`src/snake_game_pkg.sv`:
```
package snake_game_pkg;

	//////////////////////////////
	// playfield geometry
	//////////////////////////////
	typedef logic [5:0] coord_t; // cell coordinate

	localparam coord_t GRID_MIN = 6'd1; // first playable cell
	localparam coord_t GRID_MAX = 6'd13; // last playable cell
	localparam coord_t WALL_LO = 6'd0;
	localparam coord_t WALL_HI = 6'd14;

	localparam int CELL_SHIFT = 5; // 32 pixel cells

	// movement direction with bit 1 set for vertical
	typedef enum logic [1:0] {
		DIR_RIGHT = 2'b00,
		DIR_LEFT  = 2'b01,
		DIR_UP    = 2'b10,
		DIR_DOWN  = 2'b11
	} dir_t;

	//////////////////////////////
	// snake body and score
	//////////////////////////////
	localparam int MAX_LEN = 16; // head included
	localparam int SEG_IDX_W = $clog2(MAX_LEN);

	typedef logic [SEG_IDX_W-1:0] seg_idx_t;
	typedef logic [4:0] len_t;
	typedef logic [11:0] score_t;

	localparam coord_t HEAD_START_X = 6'd2;
	localparam coord_t HEAD_START_Y = 6'd12;

	// apple start cell and placement sequence
	localparam coord_t APPLE_START_X = 6'd10;
	localparam coord_t APPLE_START_Y = 6'd10;

	typedef logic [15:0] lfsr_t;

	localparam lfsr_t APPLE_SEED = 16'hACE1;
	localparam lfsr_t APPLE_TAPS = 16'hB400; // taps 16 14 13 11

	//////////////////////////////
	// colours
	//////////////////////////////
	typedef struct packed {
		logic [7:0] r;
		logic [7:0] g;
		logic [7:0] b;
	} rgb_t;

	localparam rgb_t COLOR_WALL = '{r: 8'hB0, g: 8'h40, b: 8'h20}; // brick
	localparam rgb_t COLOR_HEAD = '{r: 8'h20, g: 8'hE0, b: 8'h20};
	localparam rgb_t COLOR_HEAD_BITTEN = '{r: 8'hE0, g: 8'h20, b: 8'hE0};
	localparam rgb_t COLOR_BODY = '{r: 8'h10, g: 8'h90, b: 8'h10};
	localparam rgb_t COLOR_APPLE = '{r: 8'hF0, g: 8'h10, b: 8'h10};
	localparam rgb_t COLOR_BACKGROUND = '{r: 8'h00, g: 8'h00, b: 8'h00};

endpackage

```
`src/snake_apb_pkg.sv`:
```
package snake_apb_pkg;

	localparam int APB_ADDR_W = 8;
	localparam int APB_DATA_W = 32;

	// register map
	localparam logic [APB_ADDR_W-1:0] REG_CTRL = 8'h00;
	localparam logic [APB_ADDR_W-1:0] REG_PERIOD = 8'h04;
	localparam logic [APB_ADDR_W-1:0] REG_SCORE = 8'h08; // read only
	localparam logic [APB_ADDR_W-1:0] REG_STATUS = 8'h0C; // read only

	// field positions
	localparam int CTRL_RUN_BIT = 0;
	localparam int STATUS_BITTEN_BIT = 0;
	localparam int STATUS_LEN_LSB = 8;

	// move interval in clocks
	localparam int PERIOD_W = 25;

	typedef logic [PERIOD_W-1:0] period_t;

	localparam period_t PERIOD_RESET = 25'd25000000;
	localparam period_t MIN_PERIOD = 25'd24; // longer than a full bite scan

endpackage

```
`src/snake_state_if.sv`:
```
`timescale 1ns/1ps

interface snake_state_if;

	snake_game_pkg::coord_t seg_x [snake_game_pkg::MAX_LEN]; // index 0 is the head
	snake_game_pkg::coord_t seg_y [snake_game_pkg::MAX_LEN];
	snake_game_pkg::len_t   len;
	snake_game_pkg::score_t score;
	snake_game_pkg::coord_t apple_x;
	snake_game_pkg::coord_t apple_y;
	logic                   bitten;

	// movement owns the body, reads the apple for meals
	modport motion_mp (output seg_x, seg_y, len, score, input apple_x, apple_y);

	modport apple_mp (output apple_x, apple_y);

	modport bite_mp (input seg_x, seg_y, len, output bitten);

	// renderer and register block
	modport view_mp (input seg_x, seg_y, len, score, apple_x, apple_y, bitten);

endinterface

```
`src/snake_apb_regs.sv`:
```
`timescale 1ns/1ps

module snake_apb_regs (
	input  logic                                 i_clk_74M,
	input  logic                                 i_reset,
	input  logic                                 i_psel,
	input  logic                                 i_penable,
	input  logic                                 i_pwrite,
	input  logic [snake_apb_pkg::APB_ADDR_W-1:0] i_paddr,
	input  logic [snake_apb_pkg::APB_DATA_W-1:0] i_pwdata,
	output logic [snake_apb_pkg::APB_DATA_W-1:0] o_prdata,
	output logic                                 o_pready,
	output logic                                 o_pslverr,
	snake_state_if.view_mp                       state,
	output logic                                 o_run,
	output snake_apb_pkg::period_t               o_period
);

	logic                   access;
	logic                   addr_rw;
	logic                   addr_ro;
	logic                   wr_en;
	snake_apb_pkg::period_t wr_period;

	assign access = i_psel & i_penable; // access phase
	assign addr_rw = (i_paddr == snake_apb_pkg::REG_CTRL) || (i_paddr == snake_apb_pkg::REG_PERIOD);
	assign addr_ro = (i_paddr == snake_apb_pkg::REG_SCORE) || (i_paddr == snake_apb_pkg::REG_STATUS);
	assign wr_en = access & i_pwrite & addr_rw;

	assign o_pready = 1'b1; // zero wait states
	assign o_pslverr = access & (i_pwrite ? !addr_rw : !(addr_rw | addr_ro));

	// short intervals get raised to the floor
	assign wr_period = (i_pwdata[snake_apb_pkg::PERIOD_W-1:0] < snake_apb_pkg::MIN_PERIOD) ?
		snake_apb_pkg::MIN_PERIOD : i_pwdata[snake_apb_pkg::PERIOD_W-1:0];

	always_ff @(posedge i_clk_74M) begin
		if (i_reset) begin
			o_run <= 1'b0;
			o_period <= snake_apb_pkg::PERIOD_RESET;
		end else if (wr_en) begin
			if (i_paddr == snake_apb_pkg::REG_CTRL) begin
				o_run <= i_pwdata[snake_apb_pkg::CTRL_RUN_BIT];
			end else begin
				o_period <= wr_period;
			end
		end
	end

	// read data valid in the access cycle
	always_comb begin
		o_prdata = '0;
		case (i_paddr)
			snake_apb_pkg::REG_CTRL: o_prdata[snake_apb_pkg::CTRL_RUN_BIT] = o_run;
			snake_apb_pkg::REG_PERIOD: o_prdata[snake_apb_pkg::PERIOD_W-1:0] = o_period;
			snake_apb_pkg::REG_SCORE: o_prdata[$bits(snake_game_pkg::score_t)-1:0] = state.score;
			snake_apb_pkg::REG_STATUS: begin
				o_prdata[snake_apb_pkg::STATUS_BITTEN_BIT] = state.bitten;
				o_prdata[snake_apb_pkg::STATUS_LEN_LSB +: $bits(snake_game_pkg::len_t)] =
					state.len;
			end
			default: o_prdata = '0; // unmapped
		endcase
	end

endmodule

```
`src/snake_motion.sv`:
```
`timescale 1ns/1ps

module snake_motion (
	input  logic                   i_clk_74M,
	input  logic                   i_reset,
	input  logic                   i_run,
	input  snake_apb_pkg::period_t i_period,
	input  logic                   i_btn_right,
	input  logic                   i_btn_left,
	input  logic                   i_btn_up,
	input  logic                   i_btn_down,
	snake_state_if.motion_mp       state,
	output logic                   o_step,
	output logic                   o_eat
);

	snake_game_pkg::dir_t   dir;
	snake_apb_pkg::period_t cnt;
	logic                   run_q;
	snake_game_pkg::coord_t next_x;
	snake_game_pkg::coord_t next_y;

	//////////////////////////////
	// steering
	//////////////////////////////
	always_ff @(posedge i_clk_74M) begin
		if (i_reset) begin
			dir <= snake_game_pkg::DIR_RIGHT;
		end else if (i_btn_right && dir[1]) begin // only from a vertical move
			dir <= snake_game_pkg::DIR_RIGHT;
		end else if (i_btn_left && dir[1]) begin
			dir <= snake_game_pkg::DIR_LEFT;
		end else if (i_btn_down && !dir[1]) begin // only from a horizontal move
			dir <= snake_game_pkg::DIR_DOWN;
		end else if (i_btn_up && !dir[1]) begin
			dir <= snake_game_pkg::DIR_UP;
		end
	end

	//////////////////////////////
	// move interval
	//////////////////////////////
	always_ff @(posedge i_clk_74M) begin
		if (i_reset) begin
			run_q <= 1'b0;
			cnt <= snake_apb_pkg::period_t'(1);
		end else begin
			run_q <= i_run;
			if ((i_run && !run_q) || o_step) begin
				cnt <= snake_apb_pkg::period_t'(1); // fresh interval
			end else if (i_run) begin
				cnt <= cnt + 1'b1;
			end
		end
	end

	assign o_step = i_run & run_q & (cnt >= i_period);

	// next head cell with wrap at the field edge
	always_comb begin
		next_x = state.seg_x[0];
		next_y = state.seg_y[0];
		case (dir)
			snake_game_pkg::DIR_RIGHT: begin
				if (state.seg_x[0] >= snake_game_pkg::GRID_MAX) next_x = snake_game_pkg::GRID_MIN;
				else next_x = state.seg_x[0] + 1'b1;
			end
			snake_game_pkg::DIR_LEFT: begin
				if (state.seg_x[0] <= snake_game_pkg::GRID_MIN) next_x = snake_game_pkg::GRID_MAX;
				else next_x = state.seg_x[0] - 1'b1;
			end
			snake_game_pkg::DIR_DOWN: begin
				if (state.seg_y[0] >= snake_game_pkg::GRID_MAX) next_y = snake_game_pkg::GRID_MIN;
				else next_y = state.seg_y[0] + 1'b1;
			end
			default: begin // up
				if (state.seg_y[0] <= snake_game_pkg::GRID_MIN) next_y = snake_game_pkg::GRID_MAX;
				else next_y = state.seg_y[0] - 1'b1;
			end
		endcase
	end

	assign o_eat = o_step && (next_x == state.apple_x) && (next_y == state.apple_y);

	//////////////////////////////
	// head, length and score
	//////////////////////////////
	always_ff @(posedge i_clk_74M) begin
		if (i_reset) begin
			state.seg_x[0] <= snake_game_pkg::HEAD_START_X;
			state.seg_y[0] <= snake_game_pkg::HEAD_START_Y;
			state.len <= snake_game_pkg::len_t'(1);
			state.score <= '0;
		end else if (o_step) begin
			state.seg_x[0] <= next_x;
			state.seg_y[0] <= next_y;
			if (o_eat) begin
				state.score <= state.score + 1'b1;
				if (state.len < snake_game_pkg::MAX_LEN) state.len <= state.len + 1'b1;
			end
		end
	end

	// each segment takes the place of the one ahead
	for (genvar i = 1; i < snake_game_pkg::MAX_LEN; i++) begin : g_body
		always_ff @(posedge i_clk_74M) begin
			if (o_step) begin
				state.seg_x[i] <= state.seg_x[i-1];
				state.seg_y[i] <= state.seg_y[i-1];
			end
		end
	end

endmodule

```
`src/snake_bite_check.sv`:
```
`timescale 1ns/1ps

module snake_bite_check (
	input  logic           i_clk_74M,
	input  logic           i_reset,
	input  logic           i_step,
	snake_state_if.bite_mp state
);

	snake_game_pkg::seg_idx_t idx; // segment under test
	logic                     busy;
	logic                     hit;

	assign hit = (idx < state.len) &&
		(state.seg_x[idx] == state.seg_x[0]) && (state.seg_y[idx] == state.seg_y[0]);

	// one segment per clock and done long before the next move
	always_ff @(posedge i_clk_74M) begin
		if (i_reset) begin
			busy <= 1'b0;
			idx <= snake_game_pkg::seg_idx_t'(1);
			state.bitten <= 1'b0;
		end else if (i_step) begin
			busy <= 1'b1;
			idx <= snake_game_pkg::seg_idx_t'(1); // skip the head itself
			state.bitten <= 1'b0;
		end else if (busy) begin
			if (hit) begin
				state.bitten <= 1'b1; // sticks until next move
			end
			if (idx == snake_game_pkg::seg_idx_t'(snake_game_pkg::MAX_LEN - 1)) begin
				busy <= 1'b0;
			end else begin
				idx <= idx + 1'b1;
			end
		end
	end

endmodule

```
`src/apple_placer.sv`:
```
`timescale 1ns/1ps

module apple_placer (
	input  logic            i_clk_74M,
	input  logic            i_reset,
	input  logic            i_eat,
	snake_state_if.apple_mp state
);

	snake_game_pkg::lfsr_t lfsr;
	snake_game_pkg::lfsr_t lfsr_next;

	// 4 bit field value onto 1..13 with the top three folding back to 1..3
	function automatic snake_game_pkg::coord_t map_cell(input logic [3:0] v);
		snake_game_pkg::coord_t c;
		c = snake_game_pkg::coord_t'(v);
		if (c <= snake_game_pkg::GRID_MAX - snake_game_pkg::GRID_MIN) begin
			return c + snake_game_pkg::GRID_MIN;
		end else begin
			return c - (snake_game_pkg::GRID_MAX - snake_game_pkg::GRID_MIN);
		end
	endfunction

	assign lfsr_next = {lfsr[14:0], ^(lfsr & snake_game_pkg::APPLE_TAPS)}; // fibonacci step

	always_ff @(posedge i_clk_74M) begin
		if (i_reset) begin
			lfsr <= snake_game_pkg::APPLE_SEED;
			state.apple_x <= snake_game_pkg::APPLE_START_X;
			state.apple_y <= snake_game_pkg::APPLE_START_Y;
		end else if (i_eat) begin
			lfsr <= lfsr_next;
			state.apple_x <= map_cell(lfsr_next[3:0]);
			state.apple_y <= map_cell(lfsr_next[7:4]);
		end
	end

endmodule

```
`src/snake_renderer.sv`:
```
`timescale 1ns/1ps

module snake_renderer (
	input  logic                  i_clk_74M,
	input  logic                  i_reset,
	input  logic [11:0]           i_hcnt,
	input  logic [11:0]           i_vcnt,
	snake_state_if.view_mp        state,
	output snake_game_pkg::rgb_t  o_rgb
);

	logic [11:0]          cell_x;
	logic [11:0]          cell_y;
	logic                 in_area;
	logic                 on_wall;
	logic                 on_head;
	logic                 on_body;
	logic                 on_apple;
	snake_game_pkg::rgb_t pix;

	assign cell_x = i_hcnt >> snake_game_pkg::CELL_SHIFT;
	assign cell_y = i_vcnt >> snake_game_pkg::CELL_SHIFT;

	//////////////////////////////
	// object hits for this cell
	//////////////////////////////
	assign in_area = (cell_x <= 12'(snake_game_pkg::WALL_HI)) &&
		(cell_y <= 12'(snake_game_pkg::WALL_HI)); // 15 by 15 incl border
	assign on_wall = in_area &&
		(cell_x == 12'(snake_game_pkg::WALL_LO) || cell_x == 12'(snake_game_pkg::WALL_HI) ||
		cell_y == 12'(snake_game_pkg::WALL_LO) || cell_y == 12'(snake_game_pkg::WALL_HI));
	assign on_head = (cell_x == 12'(state.seg_x[0])) && (cell_y == 12'(state.seg_y[0]));
	assign on_apple = (cell_x == 12'(state.apple_x)) && (cell_y == 12'(state.apple_y));

	always_comb begin
		on_body = 1'b0;
		for (int i = 1; i < snake_game_pkg::MAX_LEN; i++) begin
			if (i < int'(state.len) && cell_x == 12'(state.seg_x[i]) &&
				cell_y == 12'(state.seg_y[i])) begin
				on_body = 1'b1; // only live segments
			end
		end
	end

	// wall beats head beats body beats apple
	always_comb begin
		if (on_wall) pix = snake_game_pkg::COLOR_WALL;
		else if (on_head) pix = state.bitten ? snake_game_pkg::COLOR_HEAD_BITTEN :
			snake_game_pkg::COLOR_HEAD;
		else if (on_body) pix = snake_game_pkg::COLOR_BODY;
		else if (on_apple) pix = snake_game_pkg::COLOR_APPLE;
		else pix = snake_game_pkg::COLOR_BACKGROUND;
	end

	always_ff @(posedge i_clk_74M) begin
		if (i_reset) o_rgb <= snake_game_pkg::COLOR_BACKGROUND;
		else o_rgb <= pix;
	end

endmodule

```
`src/snake_top.sv`:
```
`timescale 1ns/1ps

module snake_top (
	input  logic                                 i_clk_74M,
	input  logic                                 i_reset,
	input  logic [11:0]                          i_hcnt,
	input  logic [11:0]                          i_vcnt,
	input  logic                                 i_btn_right,
	input  logic                                 i_btn_left,
	input  logic                                 i_btn_up,
	input  logic                                 i_btn_down,
	input  logic                                 i_psel,
	input  logic                                 i_penable,
	input  logic                                 i_pwrite,
	input  logic [snake_apb_pkg::APB_ADDR_W-1:0] i_paddr,
	input  logic [snake_apb_pkg::APB_DATA_W-1:0] i_pwdata,
	output logic [snake_apb_pkg::APB_DATA_W-1:0] o_prdata,
	output logic                                 o_pready,
	output logic                                 o_pslverr,
	output logic [7:0]                           o_r,
	output logic [7:0]                           o_g,
	output logic [7:0]                           o_b
);

	logic                   run;
	snake_apb_pkg::period_t period;
	logic                   step;
	logic                   eat;
	snake_game_pkg::rgb_t   rgb;

	snake_state_if u_state ();

	snake_apb_regs u_regs (
		.i_clk_74M (i_clk_74M), .i_reset (i_reset),
		.i_psel (i_psel), .i_penable (i_penable), .i_pwrite (i_pwrite),
		.i_paddr (i_paddr), .i_pwdata (i_pwdata),
		.o_prdata (o_prdata), .o_pready (o_pready), .o_pslverr (o_pslverr),
		.state (u_state), .o_run (run), .o_period (period)
	);

	snake_motion u_motion (
		.i_clk_74M (i_clk_74M), .i_reset (i_reset), .i_run (run), .i_period (period),
		.i_btn_right (i_btn_right), .i_btn_left (i_btn_left),
		.i_btn_up (i_btn_up), .i_btn_down (i_btn_down),
		.state (u_state), .o_step (step), .o_eat (eat)
	);

	snake_bite_check u_bite (
		.i_clk_74M (i_clk_74M), .i_reset (i_reset), .i_step (step), .state (u_state)
	);

	apple_placer u_apple (
		.i_clk_74M (i_clk_74M), .i_reset (i_reset), .i_eat (eat), .state (u_state)
	);

	snake_renderer u_render (
		.i_clk_74M (i_clk_74M), .i_reset (i_reset), .i_hcnt (i_hcnt), .i_vcnt (i_vcnt),
		.state (u_state), .o_rgb (rgb)
	);

	// split the pixel into the video channels
	assign o_r = rgb.r;
	assign o_g = rgb.g;
	assign o_b = rgb.b;

endmodule

```
`config.mk`:
```
export PLATFORM = sky130hd
export DESIGN_NAME = snake_top
export DESIGN_NICKNAME = d
export VERILOG_FILES = /design/src/snake_game_pkg.sv /design/src/snake_apb_pkg.sv /design/src/snake_state_if.sv /design/src/snake_apb_regs.sv /design/src/snake_motion.sv /design/src/snake_bite_check.sv /design/src/apple_placer.sv /design/src/snake_renderer.sv /design/src/snake_top.sv
export SDC_FILE = /design/constraint.sdc
export NUM_CORES = 1
export LEC_CHECK = 0
export BUFFER_PORTS_ARGS = -buffer_cell sky130_fd_sc_hd__buf_2
export CAP_MARGIN = 20
export CORE_ASPECT_RATIO = 0.75
export CORE_MARGIN = 2
export CORE_UTILIZATION = 65
export CTS_BUF_LIST = sky130_fd_sc_hd__clkbuf_2 sky130_fd_sc_hd__clkbuf_4 sky130_fd_sc_hd__clkbuf_8
export CTS_CLUSTER_DIAMETER = 50
export DETAILED_ROUTE_END_ITERATION = 12
export GPL_TIMING_DRIVEN = 0
export PLACE_DENSITY = 0.93
export SYNTH_ARGS = -nofsm -noshare
export SYNTH_HDL_FRONTEND = slang
export SYNTH_SLANG_ARGS = --single-unit
export TNS_END_PERCENT = 10
```
`constraint.sdc`:
```
create_clock -name i_clk_74M -period 13.1 [get_ports i_clk_74M]
set_input_delay 2.62 -clock i_clk_74M [delete_from_list [all_inputs] [get_ports i_clk_74M]]
set_output_delay 2.62 -clock i_clk_74M [all_outputs]
set_load 0.05 [all_outputs]
```
==> impl_metrics.tcl, run 1 <==
set metrics [dict create \
    outcome "finished, final reports clean" \
    antenna_found_initial 0 \
    clkLatencyLatePin_ns 0.63 \
    slew_headroom_pct 31.3 \
    syn_inst 1571 \
    cts_max_level 2 \
    worstRegToRegCells 12 \
    synth.cell_area_um2 17200 \
    powerDensity_nw_per_um2 103 \
    ios 131 \
    skew_ns 0.0419 \
    first_pass_iters 6 \
    hold_buffers 0 \
    synth_seq_cells 307 \
    cp.arrival_ns 4.94 \
    post-cts-setup-buffers 0 \
    maxCapViolCount 0 \
    wirelength_mm 53.1 \
    dpl_cell_area_um2 18200 \
    wl_per_cell_um 25.4 \
    rows 51 \
    grt_max_degree 107 \
    min_path_cells 0 \
    cts-root-buf "clkbuf_8" \
    postSynth.asyncResetShare_pct 0 \
    diodes 0 \
    first_iter_violations 2194 \
    synthTopCellsByArea "edfxtp_1 (31%), dfxtp_1 (15%), xor2_1 (10%)" \
    min_from "u_motion.state.seg_x[94]$_SDFFE_PP0P_" \
    drc 0 \
    r2r-start "u_motion.state.seg_y[91]$_SDFFE_PP0P_" \
    fin_crit_sh_pct 57.7 \
    r2r-end "u_apple.state.apple_y[5]$_SDFFE_PP0P_" \
    drive_gt1_share_pct 16.4 \
    synth-seq-area-share_pct 46.1 \
    ys_warn_count 0 \
    grt_overflow_total 0 \
    worstMarginPinSlew_ns 1.00 \
    cts_buffer_depth 3 \
    syn_area_per_cell_um2 11.0 \
    core_area_um2 26000 \
    p_leak_nw 7.43 \
    syn_to_final_growth_pct 10.9 \
    hold_path_class "reg2reg" \
    synth_cell_types 79 \
    place.gp.congestion 1.05 \
    post_cts_resized 0 \
    setup_tns_ns 0 \
    cts_sinks 307 \
    startpoint_type "input port" \
    synth_ff_type "edfxtp_1" \
    grt_pass1_wl_mm 80.3 \
    dieHeight_um 145 \
    cts_buffers 49 \
    fmax_mhz 132 \
    hold_end "u_motion.state.seg_x[88]$_DFFE_PP_" \
    r2r_slack_ns 8.72 \
    cp.required_ns 10.48 \
    clk_pin_slew_ns 0.06 \
    die_w_um 192 \
    end_kind "output port" \
    vias_per_cell 6.73 \
    die_area_um2 27900 \
    min_period_ns 7.56 \
    yosys.area.top_type "edfxtp_1" \
    start_util_pct 66.2 \
    grtUsageTotal_pct 38.3 \
    io_buffer_count 82 \
    synth_top_area_share_pct 31.3 \
    crit_fanout 10 \
    hpwl_mm 38.7 \
    cts_tree "done" \
    hold_viol_final 0 \
    ir_worst_vdd_uv 79.2 \
    path_class "in2out" \
    final_nets 1840 \
    final_antenna_net_count 0 \
    rsz0062_at_grt "false" \
    synth_edf_count 180 \
    final_area_um2 19100 \
    grt_pass1_vias 13366 \
    finalSetupViolations 0 \
    maxSlewViolCount 0 \
    vias 14109 \
]
==> stage by stage <==
stage | worst slack, ns | cells | util (%) | hold slack (ns) | power [mW]
after floorplan | 6.10 | 1589 | - | 0.403 | 1.11
after global placement | 4.11 | 2015 | 69.7 | 0.407 | 1.15
after detailed placement | 5.61 | 2016 | 69.9 | 0.410 | 1.16
after CTS | 5.61 | 2096 | 73.5 | 0.425 | 1.96
after global routing | 5.29 | 2096 | 73.5 | 0.439 | 2.01
final | 5.54 | 2096 | 73.5 | 0.422 | 1.97
==> report_power, final <==
group | internal, mW | switching (mW)
registers | 1.01 | 0.000297
clock network | 0.433 | 0.398
logic | 0.0384 | 0.0920
==> Yosys cell counts, types with 34 or more instances <==
master / n
xor2_1: 205
nor4_1: 47
inv_1: 53
nand4_1: 51
dfxtp_1: 127
edfxtp_1: 180
clkbuf_1: 52
ha_1: 44
nor2_1: 128
buf_2: 34
mux2i_1: 46
a21oi_1: 35
xnor2_1: 57
mux4_2: 38
nand2_1: 75
==> cell families after synthesis <==
kind of cell	share of synthesized area, %
muxes	9.70
adders and majority gates	3.19
DFF	46.1
other	0.0435
and+or+nand+nor	13.9
xor gates and xnor gates	13.3
AOI/OAI and AO/OA	8.79
buffers and inverters	4.98
==> routing by layer <==
metal,vias to the layer above,part of all wire [%],track usage [%]
met5,-,0,0
met3,143,16,13.8
met2,1128,42,54.2
li1,6034,-,-
met4,0,2.7,10.2
met1,6804,39,55.8
==> how the worst max path moves through the flow <==
stage | start | endpoint | slack (ns) | cells after the start
after floorplan | i_paddr[5] | o_prdata[14] | 6.10 | 6
after global placement | u_regs.o_period[18]$_SDFFE_PP1P_ | u_motion.state.seg_x[94]$_SDFFE_PP0P_ | 4.11 | 9
after detailed placement | i_paddr[5] | o_prdata[18] | 5.61 | 8
after CTS | i_paddr[5] | o_prdata[18] | 5.61 | 8
after global routing | i_paddr[5] | o_prdata[19] | 5.29 | 8
final | i_paddr[5] | o_prdata[18] | 5.54 | 8
==> sequential cells by signal, indices dropped and copies added (netlist names), 2 cells and up <==
signal and cells:
u_apple.lfsr 16, u_apple.state.apple_x 6, u_apple.state.apple_y 6, u_bite.idx 4
u_motion.cnt 25, u_motion.dir 2, u_motion.state.len 5, u_motion.state.score 12
u_motion.state.seg_x 96, u_motion.state.seg_y 96, u_regs.o_period 25, u_render.o_rgb 10
==> critical path, stage by stage <==
cell and delay [ns]:
buf_2 0.10, nor4_1 0.39, nand2_1 0.29, nor3b_1 0.37
clkbuf_1 0.46, clkbuf_1 0.30, and2_1 0.17, buf_2 0.25
==> layout make-up <==
cell class,instances,area [um^2]
plain buffers,127,657
well taps,344,430
clock inverters,10,58.8
multi-input cells,1101,8510
inverters,54,208
fillers,1734,6900
clock buffers,70,888
repair buffers,83,438
flip-flops and latches,307,7950
==> cells in the final DEF, fill, tap and decap left out, types with 7 or more instances in the layout <==
cell       instances
xor2_1           205
edfxtp_1         180
nor2_1           128
dfxtp_1          127
buf_2            116
nand2_1           75
clkbuf_8          58
xnor2_1           57
inv_1             53
clkbuf_1          52
nand4_1           51
nor4_1            47
mux2i_1           46
ha_1              44
mux4_2            38
a21oi_1           35
o21ai_0           31
nand3_1           28
buf_4             28
nor2b_1           27
and3_1            21
nor3_1            21
conb_1            20
and2_1            17
a22oi_1           14
a211oi_1          12
o211ai_1          12
clkbuf_4          12
a2111oi_0         10
a31oi_1           10
buf_1              9
a221oi_1           9
a21o_1             8
nand2b_1           8
a221o_1            8
mux4_1             8
and4_1             7
a22o_1             7
mux2_1             7
(Power assumes the default switching activity.)
==> run 2: changes to the inputs <==
--- a/config.mk
+++ b/config.mk
@@ -9,12 +9,12 @@
 export CAP_MARGIN = 20
 export CORE_ASPECT_RATIO = 0.75
 export CORE_MARGIN = 2
-export CORE_UTILIZATION = 65
+export CORE_UTILIZATION = 57
 export CTS_BUF_LIST = sky130_fd_sc_hd__clkbuf_2 sky130_fd_sc_hd__clkbuf_4 sky130_fd_sc_hd__clkbuf_8
 export CTS_CLUSTER_DIAMETER = 50
 export DETAILED_ROUTE_END_ITERATION = 12
 export GPL_TIMING_DRIVEN = 0
-export PLACE_DENSITY = 0.93
+export PLACE_DENSITY = 0.87
 export SYNTH_ARGS = -nofsm -noshare
 export SYNTH_HDL_FRONTEND = slang
 export SYNTH_SLANG_ARGS = --single-unit
==> constraint.sdc (replaced) <==
create_clock -name i_clk_74M -period 6.7 [get_ports i_clk_74M]
set_input_delay 1.34 -clock i_clk_74M [delete_from_list [all_inputs] [get_ports i_clk_74M]]
set_output_delay 1.34 -clock i_clk_74M [all_outputs]
set_load 0.05 [all_outputs]
==> run 2 against run 1 <==
  * Sequential power rose by 96%
  * Count of clock-buffer cells in the layout is 1 lower
  * Register-to-register slack got worse by 6.5 ns
  * Critical path type unchanged
  * Critical path depth unchanged
  * Via count fell by 1.9%
  * Clock skew decreased by 0.0093 ns
  * Total power up 99%
  * Cell area grew 0.71%
==> impl_metrics.tcl, run 2 (synthesized netlist as in run 1, its figures left out) <==
set metrics [dict create \
    final_cell_mix "xor2_1 (205), edfxtp_1 (180), nor2_1 (128)" \
    cp.arrival_ns 3.69 \
    clkPwrFrac_pct 43.3 \
    worstMarginPinSlew_ns 1.05 \
    skew_ns 0.0327 \
    io_buffer_count 82 \
    vias_per_cell 6.41 \
    die_area_um2 31700 \
    grtUsageTotal_pct 32.9 \
    place.gp.congestion 1.02 \
    hold_buffers 0 \
    min_period_ns 5.03 \
    wl_per_cell_um 24.1 \
    cts_buffers 49 \
    post-cts-setup-buffers 0 \
    cts_tree "done" \
    rsz0062_at_grt "false" \
    hold_end "u_motion.state.seg_y[87]$_DFFE_PP_" \
    final_nets 1840 \
    fmax_mhz 199 \
    p_leak_nw 7.47 \
    syn_to_final_growth_pct 11.7 \
    p_comb_share_pct 6.4 \
    clk_pin_slew_ns 0.06 \
    finalSetupViolations 0 \
    drive_gt1_share_pct 16.3 \
    clkLatencyLatePin_ns 0.61 \
    grt_max_degree 96 \
    pre_cts_ws_ns 1.73 \
    final_common_cell "xor2_1" \
    ios 131 \
    grt_pass1_wl_mm 78.8 \
    internal_power_mw 2.95 \
    die_w_um 205 \
    diodes 0 \
    r2r-start "u_motion.state.seg_y[91]$_SDFFE_PP0P_" \
    hold_viol_final 0 \
    startpoint_type "input port" \
    crit_fanout 10 \
    drc 0 \
    seq_power_share_pct 50.3 \
    outcome "finished, final reports clean" \
    post_cts_resized 0 \
    maxSlewViolCount 0 \
    min_path_cells 0 \
    slew_headroom_pct 29.9 \
    grt_overflow_total 0 \
    vias 13846 \
    min_from "u_motion.state.seg_y[93]$_SDFFE_PP1P_" \
    p_switching_mw 0.977 \
    hold_path_class "reg2reg" \
    wirelength_mm 52.1 \
    maxCapViolCount 0 \
    cp.required_ns 5.36 \
    ff_latch_area_um2 7950 \
    antenna_found_initial 0 \
    cts_max_level 2 \
    cts-root-buf "clkbuf_8" \
    hpwl_mm 38.6 \
    final_antenna_net_count 0 \
    netSwitchingFraction_pct 24.9 \
    worstRegToRegCells 12 \
    top_regs "u_motion.state.seg_x (96), u_motion.state.seg_y (96)" \
    ir_worst_vdd_uv 139 \
    multiInputGateArea_um2 8510 \
    dieHeight_um 155 \
    cts_buffer_depth 3 \
    r2r_slack_ns 2.23 \
    first_pass_iters 6 \
    rows 55 \
    r2r-end "u_apple.state.apple_y[5]$_SDFFE_PP0P_" \
    path_class "in2out" \
    n_fill_cell 2249 \
    first_iter_violations 2256 \
    timing.final.ws_setup_ns 1.67 \
    fin_crit_sh_pct 75.0 \
    start_util_pct 57.6 \
    end_kind "output port" \
    setup_tns_ns 0 \
    powerDensity_nw_per_um2 204 \
    core_area_um2 29900 \
    grt_pass1_vias 13165 \
    cts_sinks 307 \
]
-- run 2: critical path, stage by stage --
cell	delay, ns
buf_2	0.09
nor4_1	0.42
nand2_1	0.27
nor3b_1	0.31
clkbuf_1	0.42
clkbuf_1	0.37
and2_1	0.20
buf_2	0.26
-- run 2: how the worst max path moves through the flow --
stage                                     startpoint                               endpoint  slack, ns  cells past startpoint
global route                              i_paddr[5]                           o_prdata[23]       1.41                      8
CTS                                       i_paddr[5]                           o_prdata[23]       1.72                      8
finish                                    i_paddr[5]                           o_prdata[23]       1.67                      8
floorplan           u_regs.o_period[18]$_SDFFE_PP1P_      u_motion.state.seg_x[0]$_DFFE_PP_       0.11                      8
global placement    u_regs.o_period[18]$_SDFFE_PP1P_  u_motion.state.seg_x[94]$_SDFFE_PP0P_      -2.54                      9
detailed placement                        i_paddr[5]                           o_prdata[23]       1.73                      8
-- run 2: area by class of cell --
class | instances | area share, %
buffer | 127 | 3.41
inverter | 54 | 1.08
multi-input combinational | 1101 | 44.1
clock inverter | 21 | 0.851
timing repair buffer | 83 | 2.27
sequential | 307 | 41.2
tap | 399 | 2.59
clock buffer | 69 | 4.41
-- run 2: routing by layer --
layer / GRT usage (%) / share of wire (%) / vias to the layer above
li1: - / - / 6045
met1: 47.9 / 41 / 6730
met4: 8.74 / 2.5 / 0
met5: 0 / 0 / -
met3: 11.9 / 15 / 126
met2: 46.3 / 42 / 945
-- run 2: per-stage QoR --
stage	hold WS (ns)	std cells	cell area, um^2	power [mW]	utilization (%)
4_1_cts	0.427	2161	19300	3.92	64.4
2_1_floorplan	0.403	1589	17300	2.18	-
3_5_place_dp	0.414	2071	18300	2.26	61.0
3_3_place_gp	0.408	2070	18200	2.26	60.9
5_1_grt	0.445	2161	19300	4.02	64.4
6_report	0.435	2161	19300	3.93	64.4
-- run 2: power groups by stage --
| stage | combinational [mW] | sequential [mW] | clock, mW |
|---|---|---|---|
| after floorplan | 0.163 | 2.02 | 0 |
| after global placement | 0.239 | 2.02 | 0 |
| after detailed placement | 0.241 | 2.02 | 0 |
| after CTS | 0.243 | 1.98 | 1.70 |
| after global routing | 0.265 | 1.98 | 1.78 |
| final | 0.253 | 1.98 | 1.70 |
